--- src/design/lsu_pkg.sv ---
`default_nettype none

package lsu_pkg;

    localparam int sb_depth  = 8;
    localparam int sb_idx_w  = $clog2(sb_depth);
    localparam int tag_w     = 16;
    localparam int phy_w     = 8;
    localparam int ram_words = 64;
    localparam int ram_idx_w = $clog2(ram_words); // Address bits 7:2

    // RV32 load/store funct3 codes
    localparam logic [2:0] f3_b  = 3'b000;
    localparam logic [2:0] f3_h  = 3'b001;
    localparam logic [2:0] f3_w  = 3'b010;
    localparam logic [2:0] f3_bu = 3'b100;
    localparam logic [2:0] f3_hu = 3'b101;

    typedef struct packed {
        logic [31:0]      addr;
        logic [31:0]      data;
        logic [2:0]       funct3;
        logic [tag_w-1:0] tag;
    } store_req_t;

    typedef struct packed {
        logic [31:0]      addr;
        logic [2:0]       funct3;
        logic [tag_w-1:0] tag;
        logic [phy_w-1:0] phy; // Destination register
    } load_req_t;

    typedef struct packed {
        logic [31:0]      data;
        logic [phy_w-1:0] phy;
        logic [tag_w-1:0] tag;
    } load_resp_t;

    typedef struct packed {
        logic             valid;
        logic             committed;
        logic [31:0]      addr;
        logic [31:0]      data;
        logic [3:0]       mask; // One bit per byte lane
        logic [tag_w-1:0] tag;
    } sb_entry_t;

    typedef struct packed {
        logic [ram_idx_w-1:0] idx;
        logic [31:0]          data;
        logic [3:0]           be;
    } mem_wr_t;

endpackage

`default_nettype wire

--- src/design/data_ram.sv ---
`timescale 1ns/1ps
`default_nettype none

module data_ram import lsu_pkg::*; (
    input  logic                 clk,
    input  logic                 wr_valid,
    input  mem_wr_t              wr,
    input  logic [ram_idx_w-1:0] rd_idx,
    output logic [31:0]          rd_data
);

    logic [31:0] mem [ram_words] = '{default: '0};

    always_ff @(posedge clk) begin
        if (wr_valid) begin
            for (int b = 0; b < 4; b++) begin
                if (wr.be[b]) begin
                    mem[wr.idx][8*b +: 8] <= wr.data[8*b +: 8];
                end
            end
        end
    end

    assign rd_data = mem[rd_idx]; // Same-cycle read, old data during a write

endmodule

`default_nettype wire

--- config.mk ---
export PLATFORM = sky130hd
export DESIGN_NAME = data_ram
export DESIGN_NICKNAME = d
export VERILOG_FILES = /design/src/design/lsu_pkg.sv /design/src/design/data_ram.sv
export SDC_FILE = /design/constraint.sdc
export NUM_CORES = 2
export LEC_CHECK = 0
export BUFFER_PORTS_ARGS = -buffer_cell sky130_fd_sc_hd__clkbuf_2
export CAP_MARGIN = 25
export CORE_ASPECT_RATIO = 0.5
export CORE_UTILIZATION = 40
export CTS_BUF_LIST = sky130_fd_sc_hd__clkbuf_16
export DETAILED_ROUTE_END_ITERATION = 10
export GPL_TIMING_DRIVEN = 0
export HOLD_SLACK_MARGIN = 0.05
export PLACE_DENSITY = 0.55
export RECOVER_POWER = 25
export SYNTH_ARGS = -nofsm -noshare
export SYNTH_HDL_FRONTEND = slang
export SYNTH_SLANG_ARGS = --single-unit
--- constraint.sdc ---
create_clock -name clk -period 3.5 [get_ports clk]
set_input_delay 0.525 -clock clk [delete_from_list [all_inputs] [get_ports clk]]
set_output_delay 0.525 -clock clk [all_outputs]
set_load 0.01 [all_outputs]
* Word-level counts from Yosys, hierarchy flattened
Memories as Yosys holds them, arrays and structs flattened.
Index checks and enable logic that the tools add are counted.
** Storage, ports and cells
- Flip-flop bits (word level) :: 0
- Output and inout bits :: 32
- Word-level logic and storage cells :: 13
- Memory bits (writable) :: 2048
- Input port bits :: 50
- Memories kept :: 1
** Operators by class
- Muxes and demuxes :: 12
** Memory list
- mem :: words 64, width 32, rd ports 1, clocked after Yosys merged registers in 0, write ports 1, RTL line data_ram.sv:12 : logic [31:0] mem [ram_words] = '{default: '0};
** Operator list (count)
- $mux 1 :: 12

* Longest topological paths before layout
- Depth in word-level cells :: 3
- Depth in mapped cells :: 10
- Gate-level depth less buffers :: 5

* Worst setup path before layout
OpenSTA, ideal clock, no wires.
- Path type :: in2out
- From :: input rd_idx[2]
- To :: output rd_data[16]
- Slack :: 673 ps
- Buffers on the path :: 3
- Required time :: 2975 ps
- Cell stages on the path :: 7
- Arrival :: 2302 ps
- Cell sequence :: buf_2 clkbuf_1 buf_2 mux4_2 mux4_2 a21oi_1 o211ai_1
** On the way
- Longest elaborated chain between the ends :: 1
** RTL lines
- start: declaration :: RTL line data_ram.sv:8 : input logic [ram_idx_w-1:0] rd_idx,
- $mem_v2 64x32
- end: declaration :: RTL line data_ram.sv:9 : output logic [31:0] rd_data
Every way passes these cells.

* Worst setup path after layout
- From :: input rd_idx[3]
- To :: output rd_data[25]
Same word-level chain as after synthesis.

==> impl_results.md <==
- Status: finished with violations
- Failing checks: capacitance limit, slew limit, setup timing
- Cell Int Power: 40.0 mW
- Synthesized area: just under 80000 µm²
- GRT Resource Usage Total: 0.264
- Slowest stage cell, crit path: buf_8
- Sequential fraction of the synthesis area: 0.777
- Number of flip-flops under the largest register name: 2048
- First-pass GRT wire length: 350000 µm
- Crit-path max cell delay: around 0.29 ns
- DP Wirelength: 185000 µm
- VDD IR max: a little over 0.5 mV
- Post-synthesis async set-or-reset flop share: 0
- CP Buf/Inv Count: 8
- CP Max Fanout: 10
- Final hold violations: 0
- Slack of the critical path: -0.0687 ns
- Synth cell types: 35
- Delay-heaviest family, CP: buffers and inverters
- Clk root buf: clkbuf_16
- Clock sink count: approximately 2000
- Final worst path period need: around 3.6 ns
- FF+latch count, synth: slightly above 2000
- Worst Setup Start Kind: input pin
- Slew headroom: -0.746
- Final worst path period share: 1.02
- Initial Util: 0.406
- Number of enable flip-flop cells after synthesis: 2048
- Synth top area share: 0.777
- Sw Pwr: between 10 and 15 mW
- Flop pwr share: 0.525
- Met2 usage: 0.408
- Synth Area in Compound Gates: 0.0179
- Area of the core: just under 200000 µm²
- PwrDens: approximately 560 nW/µm²
- Simple-gate portion of the synthesized area: 0.0227
- Max Freq: ~0.28 GHz
- Antenna violations before repair: 16
- Critical Path Sink Type: output pin
- Top-count cell post-synth: edfxtp_1
- Syn Nets: approximately 3600
- Total gr overflow: 0
- Final setup violation count: 9
- Slew @ Worst Pin: approximately 2.6 ns
- Mean Syn Cell Area: 22.3 µm²
- CP cell instances: clkbuf_2, buf_8, buf_8, clkbuf_4, buf_8, clkbuf_2, buf_8, nand3_1, o211ai_1, o211ai_1, clkbuf_2
- Logic pwr share: 0.070
- Remaining DRCs: 0
- Slew Viols, Final: between 800 and 900
- Crit path required time: a little under 3 ns
- Max-Cap Viols: 18
- Leakage: 28.8 nW
- Area leader, netlist: edfxtp_1
- Grt met3 use: 0.0758
- GR peak layer: met2
- Hold Path Stages: 1
- Top Ports: 82
- CTS HTree Levels: 4
- Die height: between 300 and 400 µm
- Placed cells: approximately 6300
- Die W: 631 µm
- Vias: ~40000
- Synth top cells by count: edfxtp_1, mux4_2, nor2_1
- WP data arrival: just over 3 ns
- Clock share of power: 0.404
- Post-synthesis adder-cell area fraction: 0
- Final ANT Viol Nets: 0
- Drt wl/cell: 39.4 µm
- Post-layout util: 0.474
- Area growth, synth to finish: 16.7%
- Met1 Use GR: 0.362
- Most flop-heavy register: mem
- CTS tree: yes
- Yosys warns: 0
- Nets: 3981
- Most common cell on crit path: buf_8
- HP Start: wr[25]
- CTS Buf Count: 184
- Largest net degree at the start of global routing: 65
- WL final: approximately 260000 µm
- First-pass DRT Iterations: 5
- Hold Crit Endpoint: mem[60][21]
- Clk buf depth: 3
- Largest regs: mem: 2048 flops
- RD Place Congestion: between 0.9 and 1
- IO Port Bufs: 71
- Share of cells above drive strength 1: 0.309
- Post-Synth XOR/XNOR Area: 0
- RSZ-0062 raised after global routing: yes
- Fin cells: about 6700
- Hold-fix buffers, CTS: 0
- Die ar.: 200000 µm²
- Number of global-route vias before repair: roughly 40000
- Ys flop type: edfxtp_1
- Mux cell area share after synthesis: 0.168
- Cells after Synth: ~3500
- Setup CP Type: in2out
- Vias per inst: 6.13
- Hold Path Class: in2reg
- Top cells by area, synth: edfxtp_1, mux4_2, nor2_1, mux2i_1, a22oi_1
- Initial DRC Count: 6613
- Sw Share: 0.225
- FP Rows: ~110
- Clk pin slew, worst setup/hold paths: roughly 0.07 ns
- Largest family of logic cells by synthesized area: multiplexers
==> worst max path at each step <==
stage / start / cells after the start / end / slack (ns)
after global placement: rd_idx[2] / 10 / rd_data[30] / -2.72
final: rd_idx[3] / 11 / rd_data[25] / -0.07
after floorplan: rd_idx[2] / 7 / rd_data[16] / 0.67
after global routing: rd_idx[2] / 11 / rd_data[30] / -0.06
after detailed placement: rd_idx[2] / 10 / rd_data[6] / -1.82
after CTS: mem[15][15] / 6 / rd_data[15] / -0.03
==> metrics by stage <==
stage	area [µm²]	setup TNS, ns	hold slack, ns	power, mW	setup WS, ns
2_1_floorplan	79100	0	0.624	29.0	0.673
3_3_place_gp	82800	-954.75	1.47	30.7	-2.72
6_report	92300	-0.233	0.251	51.6	-0.0687
4_1_cts	92100	-0.0749	0.102	51.6	-0.0323
3_5_place_dp	84000	-46.73	1.01	30.8	-1.82
5_1_grt	92300	-0.0769	0.262	52.6	-0.0609
==> cells by family after synthesis <==
logic type             count (synthesis)
buffers and inverters                210
AO/OA/AOI/OAI                        200
AND/OR/NAND/NOR                      437
multiplexers                         649
flip-flops                          2048
==> power groups by stage <==
| stage | Combinational, mW | Clock (mW) | Sequential, mW |
|---|---|---|---|
| after floorplan | 1.39 | 0 | 27.6 |
| after global placement | 3.05 | 0 | 27.6 |
| after detailed placement | 3.23 | 0 | 27.6 |
| after CTS | 3.55 | 21.0 | 27.1 |
| after global routing | 3.67 | 21.8 | 27.1 |
| final | 3.62 | 20.9 | 27.1 |
==> placed cells by master, fill, tap and decap left out, types with 12 or more instances in the layout <==
cell	Yosys	layout
bufinv_16	0	24
nand3_1	13	12
a22oi_1	50	30
clkinv_2	0	34
nand2_1	85	75
o22ai_1	43	38
mux2i_1	79	73
mux2_2	27	27
o221ai_1	15	14
nor2_1	280	277
buf_12	0	53
a21oi_4	0	13
clkinv_1	0	34
buf_6	14	41
buf_8	0	52
edfxtp_1	2048	2048
buf_4	31	65
inv_1	0	44
mux4_2	543	543
clkbuf_16	0	193
clkbuf_1	82	87
buf_16	0	15
nor3_1	21	14
clkbuf_8	0	13
clkbuf_2	0	62
o211ai_1	19	19
a22oi_2	0	20
==> per-layer routing <==
layer	vias up	routed length (µm)
met5	-	13
met4	2	9920
met3	434	32300
met2	2578	120000
met1	22305	102000
li1	15772	-
==> area by class of cell <==
class	instances	area, µm²
Tap cell	2610	3270
Antenna cell	3	7.51
Multi-Input combinational cell	1286	17200
Sequential cell	2048	61500
Clock buffer	191	4780
Fill cell	15967	103000
Clock inverter	152	1330
Timing Repair Buffer	206	1880
Buffer	205	2320
==> what timing repair did <==
item / in CTS / in global routing
pin swaps: 13 / 7
cloned: 0 / 2
setup buffers: 32 / 11
setup endpoints to repair: 32 / 20
resized for setup: 463 / 42
Power figures use the tool's default switching activity.
