File: src/design/lsu_pkg.sv
`default_nettype none

package lsu_pkg;

    localparam int sb_depth  = 8;
    localparam int sb_idx_w  = $clog2(sb_depth);
    localparam int tag_w     = 16;
    localparam int phy_w     = 8;
    localparam int ram_words = 64;
    localparam int ram_idx_w = $clog2(ram_words); // Address bits 7:2

    // RV32 load/store funct3 codes
    localparam logic [2:0] f3_b  = 3'b000;
    localparam logic [2:0] f3_h  = 3'b001;
    localparam logic [2:0] f3_w  = 3'b010;
    localparam logic [2:0] f3_bu = 3'b100;
    localparam logic [2:0] f3_hu = 3'b101;

    typedef struct packed {
        logic [31:0]      addr;
        logic [31:0]      data;
        logic [2:0]       funct3;
        logic [tag_w-1:0] tag;
    } store_req_t;

    typedef struct packed {
        logic [31:0]      addr;
        logic [2:0]       funct3;
        logic [tag_w-1:0] tag;
        logic [phy_w-1:0] phy; // Destination register
    } load_req_t;

    typedef struct packed {
        logic [31:0]      data;
        logic [phy_w-1:0] phy;
        logic [tag_w-1:0] tag;
    } load_resp_t;

    typedef struct packed {
        logic             valid;
        logic             committed;
        logic [31:0]      addr;
        logic [31:0]      data;
        logic [3:0]       mask; // One bit per byte lane
        logic [tag_w-1:0] tag;
    } sb_entry_t;

    typedef struct packed {
        logic [ram_idx_w-1:0] idx;
        logic [31:0]          data;
        logic [3:0]           be;
    } mem_wr_t;

endpackage

`default_nettype wire

File: src/design/store_drain.sv
`timescale 1ns/1ps
`default_nettype none

module store_drain import lsu_pkg::*; (
    input  sb_entry_t [sb_depth-1:0] entries,
    output logic                     drain_valid,
    output logic [sb_idx_w-1:0]      drain_idx,
    output logic                     mem_wr_valid,
    output mem_wr_t                  mem_wr
);

    logic [tag_w-1:0] oldest_tag;
    sb_entry_t        sel;

    // Oldest committed entry goes out first
    always_comb begin
        drain_valid = 1'b0;
        drain_idx   = '0;
        oldest_tag  = '0;
        for (int i = 0; i < sb_depth; i++) begin
            if (entries[i].valid && entries[i].committed &&
                (!drain_valid || entries[i].tag < oldest_tag)) begin
                drain_valid = 1'b1;
                drain_idx   = sb_idx_w'(i);
                oldest_tag  = entries[i].tag;
            end
        end
    end

    assign sel = entries[drain_idx];

    assign mem_wr_valid = drain_valid;
    assign mem_wr.idx   = sel.addr[7:2];
    assign mem_wr.data  = sel.data;
    assign mem_wr.be    = sel.mask; // Merged lanes only

endmodule

`default_nettype wire

File: config.mk
export PLATFORM = sky130hd
export DESIGN_NAME = store_drain
export DESIGN_NICKNAME = d
export VERILOG_FILES = /design/src/design/lsu_pkg.sv /design/src/design/store_drain.sv
export SDC_FILE = /design/constraint.sdc
export NUM_CORES = 1
export LEC_CHECK = 0
export ABC_AREA = 1
export BUFFER_PORTS_ARGS = -buffer_cell sky130_fd_sc_hd__buf_2
export CORE_AREA = 2 2 287 289
export DETAILED_ROUTE_END_ITERATION = 12
export DIE_AREA = 0 0 289 291
export GPL_TIMING_DRIVEN = 0
export PLACE_DENSITY = 0.3
export SLEW_MARGIN = 20
export SYNTH_ARGS = -nofsm -noshare
export SYNTH_HDL_FRONTEND = slang
export SYNTH_SLANG_ARGS = --single-unit
File: constraint.sdc
create_clock -name vclk -period 21.3
set_input_delay 3.195 -clock vclk [all_inputs]
set_output_delay 3.195 -clock vclk [all_outputs]
set_load 0.02 [all_outputs]
Word-level counts from Yosys, hierarchy flattened
Index checks and enable logic that the tools add are counted.
{ "totals": {"reg_bits": 0, "in_bits": 688, "output_inout_bits": 47, "word_cells": 61} }
{ "classes": {"n_lt_le_gt_ge": 8, "muxes": 24, "reduce_logical": 29} }
{ "op_table": {"columns": ["op", "count"], "rows": [
  ["binary-select mux 86 bit (select 3 bit)", 1],
  ["less-than comparator 16 bit", 7],
  ["two-way mux 16 bit", 7],
  ["two-way mux 60 bit", 1],
  ["two-way mux 3 bit", 6],
  ["logical AND 1 bit", 15],
  ["two-way mux 1 bit", 9],
  ["zero test 1 bit", 7],
  ["logical OR 1 bit", 7],
  ["less-than comparator 3 x 4 -> 1 bit, second input constant", 1]
]} }

Logic depth before layout (Yosys ltp)
Gate-level depths: netlist of the first run.
{ "logic_depth": {"depth_word": 32, "mapped_depth": 107, "mapped_depth_nobuf": 98} }

Worst setup path after synthesis of the first run
Ideal clock, no wire load.
{ "synth_timing": {"path_kind": "input -> output", "startpoint": "input port entries[85] (netlist name)", "endpoint": "output port mem_wr[33] (netlist name)", "t_arrival_ps": 13788, "t_required_ps": 18105, "slack_ps": 4317, "stages": 85, "path_buffers": 8, "cell_sequence": "nand2_1 > clkinv_1 > clkbuf_1 > nand2_1 > ha_1 > a21oi_1 > nor2_1 > a211oi_1 > nand2_1 > nand2_1 > nand2_1 > nand2_1 > nand2_2 > clkbuf_1 > o21ai_0 > ha_1 > nand2_1 > inv_1 > [... 49 more ...] > nand2_2 > nand2_4 > clkbuf_1 > nand2_1 > o21ai_0 > ha_1 > nand2_1 > inv_1 > nand3_1 > a31oi_1 > a2111oi_0 > nand2_1 > nand2_2 > nand2_4 > nand3_2 > buf_1 > nand2_1 > nand2_1"} }
{ "synth_rtl": {"columns": ["element", "line", "source"], "rows": [
  ["start: declaration", "store_drain.sv:5", "input sb_entry_t [sb_depth-1:0] entries,"],
  ["end: declaration", "store_drain.sv:9", "output mem_wr_t mem_wr"]
]} }

==> flow_summary.yaml, run 1 <==
floorplan:
  coreArea_um2: 81200
  placementRows: 105
  design.die.area_um2: 84100
  initial_core_util: 0.104
  io_pins: 735
  die_y_um: 291
  die_width_um: 289
timing:
  hold_viol: 0
  rsz0062_at_grt: "false"
  min_period_ps: 19650
  setup_viol: 0
  worst_slew_pin_slew_ps: 796
  period_share: 0.923
  whs_ps: 6910
  slew_headroom: 0.469
  max_freq_mhz: 50.9
  slew_violations: 0
worst_setup_path:
  crit_slowest_cell: "o21ai_0"
  cp_top_family: "simple AND/OR/NAND/NOR gates"
  start_kind: "primary input"
  cp-end-kind: "primary output"
  critPathArrivalTime_ps: 16460
  path_common_cell: "nand2_1"
  critPathBufInv: 12
  critPathMaxStageDelay_ps: 340
  crit_type: "in -> out"
  cp.required_ps: 18110
  worstPathMaxFanout: 10
detailed_routing:
  first_iter_violations: 412
  wl_per_cell_um: 17.6
  wl_um: 59200
  first_pass_iters: 5
  routed-via-count: 12585
  antenna_left: 0
  viasPerCell: 3.73
  detail_route.drc_violations: 0
job:
  maxCapViolCount: 0
placement:
  gp_congestion: 0.844
  dp_cells: 3354
  place_area_um2: 12400
  numPortBuffers: 527
  dp_hpwl_um: 53300
cells_and_area:
  clkbuf_count: 0
  design_area_um2: 12600
  seq_area_um2: 0
  stdcell_count: 3372
  syn2layout_area_growth_pct: 48.6
  seq_cells: 0
  layout-drive-gt1-share: 0.277
  fin_nets: 3079
clock_network:
  postCtsSetupBuffers: 0
  cts_hold_buf: 0
power:
  p_comb_frac: 1.000
  power_density_nw_per_um2: 53.0
  seq_power_share: 0
  vdd_drop_max_mv: 0.0149
  power.switching_w: 0.000443
  p_leak_nw: 8.08
  clkPwrFrac: 0
  swShare: 0.663
  p_int_w: 0.000224
hold_path:
  hp-class: "in -> out"
grt:
  first_global_vias: 12730
  track_usage: 0.133
  antenna_found_initial: 31
  grt_pass1_wl_um: 83100
  grt_max_degree: 11
  grt_overflow: 0
synthesis:
  ys_seq_area_frac: 0
  ys_warn_count: 0
  yosysUniqueCellTypes: 25
  synthCells: 1757
  avgSynthCellArea_um2: 4.82
  syn_area_um2: 8470
  synth_nets: 2550
outcome:
  status: "finished, final reports clean"
==> cells in the final DEF, fill, tap and decap left out, drive strengths merged <==
cell type,count
buf,599
clkinv,2
o21ai,92
nand3,361
diode,18
a31oi,5
o221a,1
a2111oi,5
a21oi,32
a211oi,8
nand2,625
nor2,32
nand4,8
inv,378
nor3,1
a32oi,1
nand3b,1
ha,105
clkbuf,28
==> layout make-up <==
class | count | area, um^2
timing repair buffer | 527 | 2640
tap | 1070 | 1340
buffer | 100 | 592
fill | 10016 | 68600
multi-input combinational | 1277 | 6550
antenna | 18 | 45.0
inverter | 380 | 1430
==> metal layers <==
metal / vias to the layer above / wire, um / share of wire / global-route usage
met4: 32 / 872 / 0.015 / 0.0182
met3: 62 / 4350 / 0.074 / 0.0310
met5: - / 195 / 0.0033 / 0
met2: 380 / 28800 / 0.49 / 0.242
met1: 5553 / 24900 / 0.42 / 0.160
li1: 6558 / - / - / -
==> cell families after synthesis <==
kind of cell / after synthesis / share of synthesized area
AO/OA/AOI/OAI: 144 / 0.0916
adder cells (fa/ha/maj): 105 / 0.155
buffers and inverters: 480 / 0.235
AND/OR/NAND/NOR: 1028 / 0.518
==> cell usage after synthesis (all sizes together) (2+ instances only) <==
| cell type | number | area (um^2) |
|---|---|---|
| nand2 | 625 | 2390 |
| inv | 378 | 1420 |
| nand3 | 361 | 1820 |
| ha | 105 | 1310 |
| o21ai | 92 | 460 |
| buf | 71 | 459 |
| a21oi | 32 | 160 |
| nor2 | 32 | 120 |
| clkbuf | 29 | 109 |
| a211oi | 8 | 60.1 |
| nand4 | 8 | 50.1 |
| a2111oi | 5 | 43.8 |
| a31oi | 5 | 31.3 |
| clkinv | 2 | 7.51 |
==> per-stage QoR <==
step | total power, W | utilization | setup TNS (ps) | setup WS [ps]
floorplan | 0.000403 | - | 0 | 4320
global placement | 0.000680 | 0.153 | -37630 | -1140
detailed placement | 0.000677 | 0.153 | -38950 | -1180
CTS | 0.000682 | 0.154 | 0 | 27.8
global route | 0.000756 | 0.155 | 0 | 25.4
finish | 0.000667 | 0.155 | 0 | 1650
==> worst paths after layout <==
check / start / end / slack, ps / depth (start not counted)
setup / recovery: entries[85] / mem_wr[11] / 1650 / 83
hold / removal: entries[649] / mem_wr[31] / 6910 / 8
==> power by group through the flow <==
stage | registers [W] | clock network, W | logic, W
after CTS | 0 | 0 | 0.000682
final | 0 | 0.0000000000627 | 0.000667
after detailed placement | 0 | 0 | 0.000677
after floorplan | 0 | 0 | 0.000403
after global routing | 0 | 0.0000000000566 | 0.000756
after global placement | 0 | 0 | 0.000680
==> what timing repair did <==
action                                  in CTS  in global routing
pin swaps                                    2                  2
gates cloned                                 0                  0
gates resized for setup                     22                 61
endpoints found under the setup margin      45                 45
hold endpoints to repair                     0                  0
==> tightest hold or removal path: stages <==
cell and delay, ps:
buf_2 70, inv_1 30, nand2_1 50, nand3_1 60, nand2_1 60, nand2_1 50, nand2_1 50, buf_2 160
Note: power is estimated with default switching activity, not from simulation.
==> run 2, diff against run 1 <==
--- a/config.mk
+++ b/config.mk
@@ -11,7 +11,6 @@
 export DETAILED_ROUTE_END_ITERATION = 12
 export DIE_AREA = 0 0 289 291
 export GPL_TIMING_DRIVEN = 0
-export PLACE_DENSITY = 0.3
 export SLEW_MARGIN = 20
 export SYNTH_ARGS = -nofsm -noshare
 export SYNTH_HDL_FRONTEND = slang
==> run 2 against run 1 <==
Net effect: routed wire length fell by 0.93%; maximum frequency fell by 1.0%; global-route usage shrank 0.24 points; combinational power rose by 2%; critical path depth increased by 3; first-iteration DRC count up 41%; sequential cell count unchanged; sequential share of layout area stayed put; largest cell class unchanged.
==> flow_summary.yaml, run 2 (synthesis gave the netlist of run 1 again) <==
grt:
  grt_pass1_wl_um: 80300
  first_global_vias: 12414
  grt_overflow: 0
  grt_max_degree: 11
  track_usage: 0.131
  antenna_found_initial: 32
detailed_routing:
  routed-via-count: 12851
  first_pass_iters: 5
  first_iter_violations: 579
  wl_per_cell_um: 17.4
  wl_um: 58600
  antenna_left: 0
  detail_route.drc_violations: 0
  viasPerCell: 3.81
cells_and_area:
  layout-drive-gt1-share: 0.276
  fin_nets: 3080
  final_cell_mix: "nand2_1 (611), buf_2 (559), inv_1 (378), nand3_1 (359), ha_1 (105)"
  fill_cells: 9720
  seq_cells: 0
  clkbuf_count: 0
  final_common_cell: "nand2_1"
  stdcell_count: 3373
  syn2layout_area_growth_pct: 49.1
  seq_area_um2: 0
hold_path:
  hp-class: "in -> out"
floorplan:
  die_width_um: 289
  io_pins: 735
  die_y_um: 291
  coreArea_um2: 81200
  initial_core_util: 0.104
  placementRows: 105
  design.die.area_um2: 84100
worst_setup_path:
  cp.required_ps: 18110
  crit_slowest_cell: "clkbuf_2"
  crit_path_start: "entries[85]"
  endpoint: "mem_wr[16]"
  worstPathMaxFanout: 10
  critPathMaxStageDelay_ps: 360
  path_common_cell: "nand2_1"
  critPathArrivalTime_ps: 16650
  start_kind: "primary input"
  cp-end-kind: "primary output"
  crit_type: "in -> out"
power:
  vdd_drop_max_mv: 0.0180
  total_power_w: 0.000679
  power_density_nw_per_um2: 53.8
  p_leak_nw: 8.07
timing:
  slew_violations: 0
  min_period_ps: 19850
  whs_ps: 6900
  setup_viol: 0
  max_freq_mhz: 50.4
  period_share: 0.932
  slew_headroom: 0.359
  hold_viol: 0
  worst_slew_pin_slew_ps: 958
outcome:
  status: "finished, final reports clean"
placement:
  dp_cells: 3354
  gp_congestion: 0.945
  numPortBuffers: 527
  dp_hpwl_um: 51700
job:
  maxCapViolCount: 0
clock_network:
  cts_hold_buf: 0
==> run 2: cell count changes in the layout (fill, tap and decap cells not counted), sizes merged <==
cell	previous run	this run
buf	599	600
clkinv	2	1
clkinvlp	0	1
==> run 2: how the worst min path moves through the flow <==
stage / from / to / slack [ps] / cells after the start
floorplan: entries[686] / drain_valid / 6590 / 2
global placement: entries[297] / mem_wr[23] / 6910 / 8
detailed placement: entries[484] / mem_wr[36] / 6890 / 8
CTS: entries[484] / mem_wr[36] / 6900 / 8
global route: entries[644] / mem_wr[26] / 6940 / 8
finish: entries[484] / mem_wr[36] / 6900 / 8
==> run 2: power by group <==
group          switching (W)    internal [W]       total [W]
registers                  0               0               0
logic               0.000456        0.000224        0.000679
clock network              0  0.000000000171  0.000000000171
total               0.000456        0.000224        0.000679
==> run 2: final cells by class <==
type	count	area, um^2	share of cell area
Antenna cell	18	45.0	0.00357
Tap cell	1070	1340	0.106
Buffer	100	583	0.0462
Timing Repair Buffer	528	2650	0.209
Inverter	380	1430	0.113
Multi-Input combinational cell	1277	6590	0.522
==> run 2: what timing repair did <==
action / in CTS / in global routing
pin swaps: 0 / 1
setup endpoints to repair: 40 / 45
resized for setup: 7 / 68
setup buffers: 0 / 1
==> run 2: metal layers <==
| metal | routed length [um] | share of wire | global-route usage |
|---|---|---|---|
| met1 | 26100 | 0.45 | 0.167 |
| met2 | 26700 | 0.45 | 0.223 |
| met3 | 4360 | 0.074 | 0.0274 |
| met4 | 1340 | 0.023 | 0.0299 |
| met5 | 120 | 0.0020 | 0 |
==> run 2: per-stage QoR <==
stage               TNS [ps]  utilization  setup WS, ps  area, um^2
global route           -65.7        0.155         -27.6       12600
CTS                        0        0.153          43.1       12500
finish                     0        0.156          1450       12600
floorplan                  0            -          4320        8470
detailed placement     -8220        0.153          -524       12400
global placement       -5560        0.153          -439       12400
==> run 2: worst max-delay path: cells and delay by family <==
kind,cells,cell delay [ps]
AO/OA/AOI/OAI,21,4010
adder cells (fa/ha/maj),7,2000
buffers and inverters,16,2920
AND/OR/NAND/NOR,42,4500
