## src/design/lsu_pkg.sv

```systemverilog
`default_nettype none

package lsu_pkg;

    localparam int sb_depth  = 8;
    localparam int sb_idx_w  = $clog2(sb_depth);
    localparam int tag_w     = 16;
    localparam int phy_w     = 8;
    localparam int ram_words = 64;
    localparam int ram_idx_w = $clog2(ram_words); // Address bits 7:2

    // RV32 load/store funct3 codes
    localparam logic [2:0] f3_b  = 3'b000;
    localparam logic [2:0] f3_h  = 3'b001;
    localparam logic [2:0] f3_w  = 3'b010;
    localparam logic [2:0] f3_bu = 3'b100;
    localparam logic [2:0] f3_hu = 3'b101;

    typedef struct packed {
        logic [31:0]      addr;
        logic [31:0]      data;
        logic [2:0]       funct3;
        logic [tag_w-1:0] tag;
    } store_req_t;

    typedef struct packed {
        logic [31:0]      addr;
        logic [2:0]       funct3;
        logic [tag_w-1:0] tag;
        logic [phy_w-1:0] phy; // Destination register
    } load_req_t;

    typedef struct packed {
        logic [31:0]      data;
        logic [phy_w-1:0] phy;
        logic [tag_w-1:0] tag;
    } load_resp_t;

    typedef struct packed {
        logic             valid;
        logic             committed;
        logic [31:0]      addr;
        logic [31:0]      data;
        logic [3:0]       mask; // One bit per byte lane
        logic [tag_w-1:0] tag;
    } sb_entry_t;

    typedef struct packed {
        logic [ram_idx_w-1:0] idx;
        logic [31:0]          data;
        logic [3:0]           be;
    } mem_wr_t;

endpackage

`default_nettype wire

```

## src/design/load_forward.sv

```systemverilog
`timescale 1ns/1ps
`default_nettype none

module load_forward import lsu_pkg::*; (
    input  logic                     clk,
    input  logic                     arst_n,
    input  logic                     load_valid,
    input  load_req_t                load,
    input  sb_entry_t [sb_depth-1:0] entries,
    output logic [ram_idx_w-1:0]     ram_idx,
    input  logic [31:0]              ram_rdata,
    output logic                     resp_valid,
    output load_resp_t               resp,
    output logic                     order_violation
);

    logic [3:0]       fwd_mask;
    logic [31:0]      fwd_word;
    logic [tag_w-1:0] best_tag;
    logic             viol;

    function automatic logic [31:0] extend(input logic [2:0] f3, input logic [31:0] w);
        case (f3)
            f3_b:    return {{24{w[7]}}, w[7:0]};
            f3_bu:   return {24'h0, w[7:0]};
            f3_h:    return {{16{w[15]}}, w[15:0]};
            f3_hu:   return {16'h0, w[15:0]};
            default: return w;
        endcase
    endfunction

    assign ram_idx = load.addr[7:2];

    // Per byte lane, youngest store that is still older than the load
    always_comb begin
        fwd_mask = '0;
        fwd_word = ram_rdata;
        best_tag = '0;
        for (int b = 0; b < 4; b++) begin
            best_tag = '0;
            for (int i = 0; i < sb_depth; i++) begin
                if (entries[i].valid && entries[i].addr == load.addr &&
                    entries[i].tag < load.tag && entries[i].mask[b] &&
                    (!fwd_mask[b] || entries[i].tag > best_tag)) begin
                    fwd_mask[b]          = 1'b1;
                    best_tag             = entries[i].tag;
                    fwd_word[8*b +: 8]   = entries[i].data[8*b +: 8];
                end
            end
        end
    end

    // Younger store already in the buffer, load ran too early
    always_comb begin
        viol = 1'b0;
        for (int i = 0; i < sb_depth; i++) begin
            if (entries[i].valid && entries[i].addr == load.addr &&
                entries[i].tag > load.tag) begin
                viol = 1'b1;
            end
        end
    end

    always_ff @(posedge clk or negedge arst_n) begin
        if (!arst_n) begin
            resp_valid      <= 1'b0;
            order_violation <= 1'b0;
        end else begin
            resp_valid      <= load_valid;
            order_violation <= load_valid && viol;
        end
    end

    always_ff @(posedge clk) begin
        if (load_valid) begin
            resp <= '{data: extend(load.funct3, fwd_word), phy: load.phy, tag: load.tag};
        end
    end

endmodule

`default_nettype wire

```

## config.mk

```make
export PLATFORM = sky130hd
export DESIGN_NAME = load_forward
export DESIGN_NICKNAME = d
export VERILOG_FILES = /design/src/design/lsu_pkg.sv /design/src/design/load_forward.sv
export SDC_FILE = /design/constraint.sdc
export NUM_CORES = 2
export LEC_CHECK = 0
export BUFFER_PORTS_ARGS = -buffer_cell sky130_fd_sc_hd__buf_4
export CORE_AREA = 2 2 331 333
export DETAILED_ROUTE_END_ITERATION = 7
export DIE_AREA = 0 0 333 335
export GPL_TIMING_DRIVEN = 0
export MAX_ROUTING_LAYER = met4
export PLACE_DENSITY = 0.44
export SKIP_CTS_REPAIR_TIMING = 1
export SLEW_MARGIN = 30
export SYNTH_ARGS = -nofsm -noshare
export SYNTH_HDL_FRONTEND = slang
export SYNTH_SLANG_ARGS = --single-unit
export TNS_END_PERCENT = 5
```

## constraint.sdc

```tcl
create_clock -name clk -period 0.8 [get_ports clk]
set_input_delay 0 -clock clk [delete_from_list [all_inputs] [get_ports clk]]
set_output_delay 0 -clock clk [all_outputs]
set_load 0.005 [all_outputs]
```

==> Yosys cells after proc, flatten, opt, wreduce, memory -nomap -nowiden <==
Index checks and enable logic that the tools add are counted.
{ "totals": {"word_cells": 299, "input_bits": 782, "register_bits": 58, "output_inout_bits": 64} }
{ "op_classes": {"muxes": 97, "order_cmp": 44, "n_eq_ne": 11, "reduce_logical": 142} }
{ "op_table": {"columns": ["cell", "n"], "rows": [
  ["$gt A16 B16 Y1", 36],
  ["$mux W16", 28],
  ["$eq A32 B32 Y1", 8],
  ["$mux W8", 32],
  ["$lt A16 B16 Y1", 8],
  ["$pmux W32 S4", 1],
  ["$logic_and A1 B1 Y1", 85],
  ["$mux W1", 36],
  ["$logic_not A1 Y1", 28],
  ["$logic_or A1 B1 Y1", 28],
  ["$eq A3 B3 Y1 const B", 2],
  ["$eq A3 B1 Y1 const B", 1],
  ["$logic_not A3 Y1", 1]
]} }

==> Depth between registers and ports, before layout <==
{ "depth": {"ltp_word": 34, "mapped_depth": 91, "ltp_nobuf": 80} }

==> Worst setup path after synthesis <==
No wires, ideal clock.
{ "synth_timing": {"path_type": "input to register", "start": "input load[35] in the netlist's numbering", "end": "register resp[47] in the netlist's numbering, data pin", "arrival_ns": 16.072, "path_stages": 73, "slack_ns": -15.540, "n_path_buf": 11, "path_cell_list": "buf_2 > xor2_1 > nor4_1 > nand4_1 > or4_4 > nor2_8 > buf_2 > nand2_1 > ha_1 > nand4_1 > nor3_1 > o31ai_1 > a22o_1 > a21oi_2 > buf_4 > mux2_2 > ha_1 > nand3_1 > (+37 left out) > or3_1 > o21ai_0 > a21o_1 > clkbuf_1 > clkbuf_1 > o22ai_1 > ha_1 > nand4_1 > or2_2 > nor4_1 > a21o_1 > o31ai_1 > o21bai_1 > o21ai_0 > o22a_1 > o221ai_2 > buf_4 > o41ai_1"} }
{ "synth_between": {"elab_chain_cells": 34, "elab_cells_between_ends": 199, "cone_classes": "21 x order compare; 8 x eq/ne; 67 x mux; 103 x reduce/logical"} }
{ "synth_rtl": {"columns": ["item", "line", "rtl"], "rows": [
  ["start: declaration", "load_forward.sv:8", "input load_req_t load,"],
  ["$eq A32 B32 Y1", "load_forward.sv:42", "if (entries[i].valid && entries[i].addr == load.addr &&"],
  ["$logic_and A1 B1 Y1 (2 in a row)", "load_forward.sv:42", null],
  ["$logic_and A1 B1 Y1", "load_forward.sv:43", "entries[i].tag < load.tag && entries[i].mask[b] &&"],
  ["$mux W16 / $mux W1 (equally long branches)", "load_forward.sv:42", null],
  ["$gt A16 B16 Y1 / $logic_not A1 Y1 (equally long branches)", "load_forward.sv:44", "(!fwd_mask[b] || entries[i].tag > best_tag)) begin"],
  ["$logic_or A1 B1 Y1", "load_forward.sv:44", null],
  ["$logic_and A1 B1 Y1", "load_forward.sv:43", null],
  ["$mux W16 / $mux W1 (equally long branches)", "load_forward.sv:42", null],
  ["(+18 left out)", null, null],
  ["$logic_and A1 B1 Y1", "load_forward.sv:43", null],
  ["$mux W16 / $mux W1 (equally long branches)", "load_forward.sv:42", null],
  ["$gt A16 B16 Y1 / $logic_not A1 Y1 (equally long branches)", "load_forward.sv:44", null],
  ["$logic_or A1 B1 Y1", "load_forward.sv:44", null],
  ["$logic_and A1 B1 Y1", "load_forward.sv:43", null],
  ["$mux W8 *", "load_forward.sv:42", null],
  ["net fwd_word[7]", "load_forward.sv:18", "logic [31:0] fwd_word;"],
  ["$pmux W32 S4 *", "load_forward.sv:23", "case (f3)"],
  ["end signal: assignment", "load_forward.sv:76", "resp <= '{data: extend(load.funct3, fwd_word), phy: load.phy, tag: load.tag};"],
  ["end: declaration", "load_forward.sv:13", "output load_resp_t resp,"]
]} }
Mark *: on every way through the listed nets, which the timed path passes. The rest lies on a longest branch.
A chain may end at the register's enable or synchronous reset.

==> Worst setup path after layout <==
{ "layout_timing": {"start": "input entries[53] in the netlist's numbering", "end": "register resp[47] in the netlist's numbering, data pin"} }
{ "layout_between": {"elab_chain_cells": 34, "elab_cells_between_ends": 157, "cone_classes": "21 x order compare; 1 x eq/ne; 67 x mux; 68 x reduce/logical"} }
{ "layout_rtl": {"columns": ["item", "line", "rtl"], "rows": [
  ["start: declaration", "load_forward.sv:9", "input sb_entry_t [sb_depth-1:0] entries,"],
  ["$eq A32 B32 Y1 *", "load_forward.sv:42", null],
  ["$logic_and A1 B1 Y1 * (2 in a row)", "load_forward.sv:42", null],
  ["$logic_and A1 B1 Y1 *", "load_forward.sv:43", null],
  ["$mux W16 / $mux W1 (equally long branches)", "load_forward.sv:42", null],
  ["$gt A16 B16 Y1 / $logic_not A1 Y1 (equally long branches)", "load_forward.sv:44", null],
  ["$logic_or A1 B1 Y1", "load_forward.sv:44", null],
  ["$logic_and A1 B1 Y1", "load_forward.sv:43", null],
  ["$mux W16 / $mux W1 (equally long branches)", "load_forward.sv:42", null],
  ["(+18 left out)", null, null],
  ["$logic_and A1 B1 Y1", "load_forward.sv:43", null],
  ["$mux W16 / $mux W1 (equally long branches)", "load_forward.sv:42", null],
  ["$gt A16 B16 Y1 / $logic_not A1 Y1 (equally long branches)", "load_forward.sv:44", null],
  ["$logic_or A1 B1 Y1", "load_forward.sv:44", null],
  ["$logic_and A1 B1 Y1", "load_forward.sv:43", null],
  ["$mux W8 *", "load_forward.sv:42", null],
  ["net fwd_word[7]", "load_forward.sv:18", null],
  ["$pmux W32 S4 *", "load_forward.sv:23", null]
]} }
Marked as above.

==> summary.txt <==
Logic synthesis
  • Sequential cell area fraction in the yosys report: 0.06493
  • Synth Warn #: 0
  • Yosys reg bits: slightly below 60
  • Synth Flop Type: edfxtp_1
  • Syn_area_per_cell: 8.033 µm²
  • Library cells used by synthesis: 87
  • Async SR Flop Fraction: 0.03448
  • Post-Syn Area: 0.02667 mm²
  • Syn_nets: about 4,700
  • Cells after Synth: between 3,000 and 4,000
  • Post-synth EDFFs: 56

GRT
  • Global route overflow: 0
  • Initial antenna violation count: 14
  • Global-route wire length before repair: ~240,000 µm
  • Largest net degree at the start of global routing: approximately 60
  • All-Layer GR Usage: 0.3140
  • Vias in the first global route: around 30,000

Critical path
  • Crit path max-delay cell type: or4_4
  • Setup Crit Path Kind: primary input to flip-flop
  • Slowest cell delay on critical path: roughly 580 ps
  • Critical path launch point type: primary input
  • Worst Path Arrival: 17,070 ps
  • CP max FO: 7
  • Worst Path Required: between 800 and 900 ps
  • Most used cell, CP: buf_12
  • Critical Path End Type: flip-flop

Finish
  • Nets: 5,761
  • Layout area overhead: 58.86%
  • Share of cells above drive strength 1: 0.4394
  • Sequential standard cell area: 0.001734 mm²
  • Post-Layout Cell Count: ~6,000
  • Area of the multi-input gates: ~0.027 mm²
  • Layout fillers: 11,230

STA
  • Final Hold Viols: 2
  • Final cycle utilization of the critical path: 21.25
  • Achievable Freq: a little under 0.06 GHz
  • Minimum clock period: around 17,000 ps
  • Final WS setup: -16,200 ps
  • Final hold slack: -10.03 ps
  • Endpoints failing setup: 91
  • Max Slew Vio Count: 0
  • RSZ-0062 raised after global routing: true
  • Slew headroom: 0.3300
  • Tightest Pin Transition: 1005 ps

Run status
  • Failing checks: negative hold slack, negative setup slack
  • Status: complete, but fails checks

Placement
  • Dpl cells: approximately 5,500
  • Post-DP HPWL: 157,500 µm
  • I/O Buffers: 804
  • Place WS: -21,540 ps
  • GPL Wtd Cong: 1.015

Detailed routing
  • WL final: about 180,000 µm
  • Via density: 5.431
  • WL/cell: 31.61 µm
  • Starting DRT DRC Count: between 2,000 and 3,000
  • DR vias: 31,690
  • ANT nets after route: 0
  • DRC Markers: 0
  • Drt first pass iters: 7

Power and ir drop
  • Pleak: approximately 18 nW
  • IR drop worst, VDD: between 900 and 1000 µV
  • Pwr/cell area: 553.8 mW/mm²

Worst hold path
  • Hold depth: 3
  • HP Class: primary input to flip-flop

Job
  • Maximum Capacitance Violations: 0

Floorplanning
  • Ports: 846
  • Core Rows: 121
  • Core area: 0.1081 mm²
  • Chip height: 335 µm
  • Die W: 333 µm
  • Die area: 0.1116 mm²
  • Starting density of the core: 0.2467

Clock network
  • CTS tree: yes
  • Num CTS Buffers: 9
  • Root Driver: clkbuf_16
  • Clock-pin slew on the worst setup and hold paths: 50 ps
  • Maximum buffer depth of the clock tree: 2
  • Max H-tree Level: 3
  • CTS Sinks: 58
worst paths after layout:
kind	to	from	slack, ps
worst min-delay path	resp[42]	entries[554]	-10
min in group asynchronous	order_violation	arst_n	80
max in group asynchronous	resp_valid	arst_n	590
worst max-delay path	resp[47]	entries[53]	-16200
worst max-delay path, delay by kind of cell:
| family | cells | cell delay [ps] |
|---|---|---|
| simple gates | 26 | 6390 |
| compound gates | 25 | 4410 |
| buf+inv | 17 | 2580 |
| fa+ha+maj | 7 | 2060 |
| mux | 4 | 1310 |
| xor+xnor | 1 | 170 |
metrics by stage:
step	total power, W	setup TNS, ps	utilization	area (µm²)	hold WS (ps)
3_5_place_dp	0.01685	-680340	0.3324	35930	-191.8
5_1_grt	0.02465	-532560	0.3919	42360	-3.126
6_report	0.02346	-520700	0.3919	42370	-10.03
2_1_floorplan	0.009384	-435310	-	28030	-295.6
4_1_cts	0.02164	-660190	0.3355	36260	-583.0
3_3_place_gp	0.01675	-681910	0.3315	35840	-194.4
cell usage in the layout (no fill, tap or decap), types with 83 or more instances in the layout:
| master | n |
|---|---|
| o21ai_0 | 109 |
| nor2_1 | 127 |
| xor2_1 | 209 |
| ha_1 | 493 |
| nand3_1 | 84 |
| nand2_1 | 202 |
| buf_4 | 990 |
| mux2_2 | 220 |
| nand4_1 | 120 |
| a21o_1 | 87 |
| inv_1 | 231 |
| a21oi_1 | 180 |
| ha_4 | 83 |
synthesized netlist by cell type, drive strengths merged, types with 13 or more instances:
cell type	count	area, µm²
a211o	15	131.4
xnor2	39	341.6
edfxtp	56	1682
o21ai	170	854.6
ha	576	7207
nor2b	39	244.0
nor3	43	226.5
buf	74	461.7
or3	14	87.58
o211ai	33	247.7
a31oi	20	125.1
nand2	217	814.5
nor4	67	431.7
nor2	158	609.3
o31ai	21	157.7
xor2	217	1901
inv	248	930.9
a211oi	39	292.8
a21o	87	653.1
a2111oi	13	132.6
mux2	301	3461
nand3	99	495.5
clkbuf	53	198.9
nand4	120	750.7
a21oi	235	1180
and2	21	131.4
o21a	50	375.4
o22ai	32	200.2
mux2i	93	930.9
nand2b	21	131.4
and3	13	81.33
kinds of logic (layout without fill, tap and decap cells):
kind of cell,Yosys count,count (layout),synth area share
compound gates,801,801,0.1922
fa+ha+maj,576,576,0.2702
mux,394,394,0.1647
simple gates,860,861,0.1642
flops,58,58,0.06493
buf+inv,375,1462,0.05968
xor+xnor,256,256,0.08407
other cells,0,13,0
state kept, by name (all words and copies together), names as in the netlist:
name	cells
resp	56
resp_valid	1
order_violation	1
layout make-up:
class | count | area share
buffer | 124 | 0.03718
clock buffer | 10 | 0.005404
sequential | 58 | 0.04093
tap | 1414 | 0.04176
timing repair buffer | 1074 | 0.2063
inverter | 248 | 0.02327
multi-input combinational | 2888 | 0.6419
clock inverter | 6 | 0.002481
antenna | 13 | 0.0007678
layer usage:
metal  share of wire  up-vias  GRT usage  wire, µm
li1                -    14640          -         -
met1            0.45    15660     0.4276     83260
met2            0.46     1198     0.4974     84170
met3           0.065      189    0.03984     11920
met4           0.028        0    0.06123      5119
met5               0        -          -         0
where the power goes:
part	switching, W	leakage (nW)	internal (W)
logic	0.00805	17.7	0.00691
registers	0.000159	0.569	0.00363
clock network	0.00169	0.158	0.00303
total	0.00990	18.4	0.0136
(Power assumes the default switching activity.)
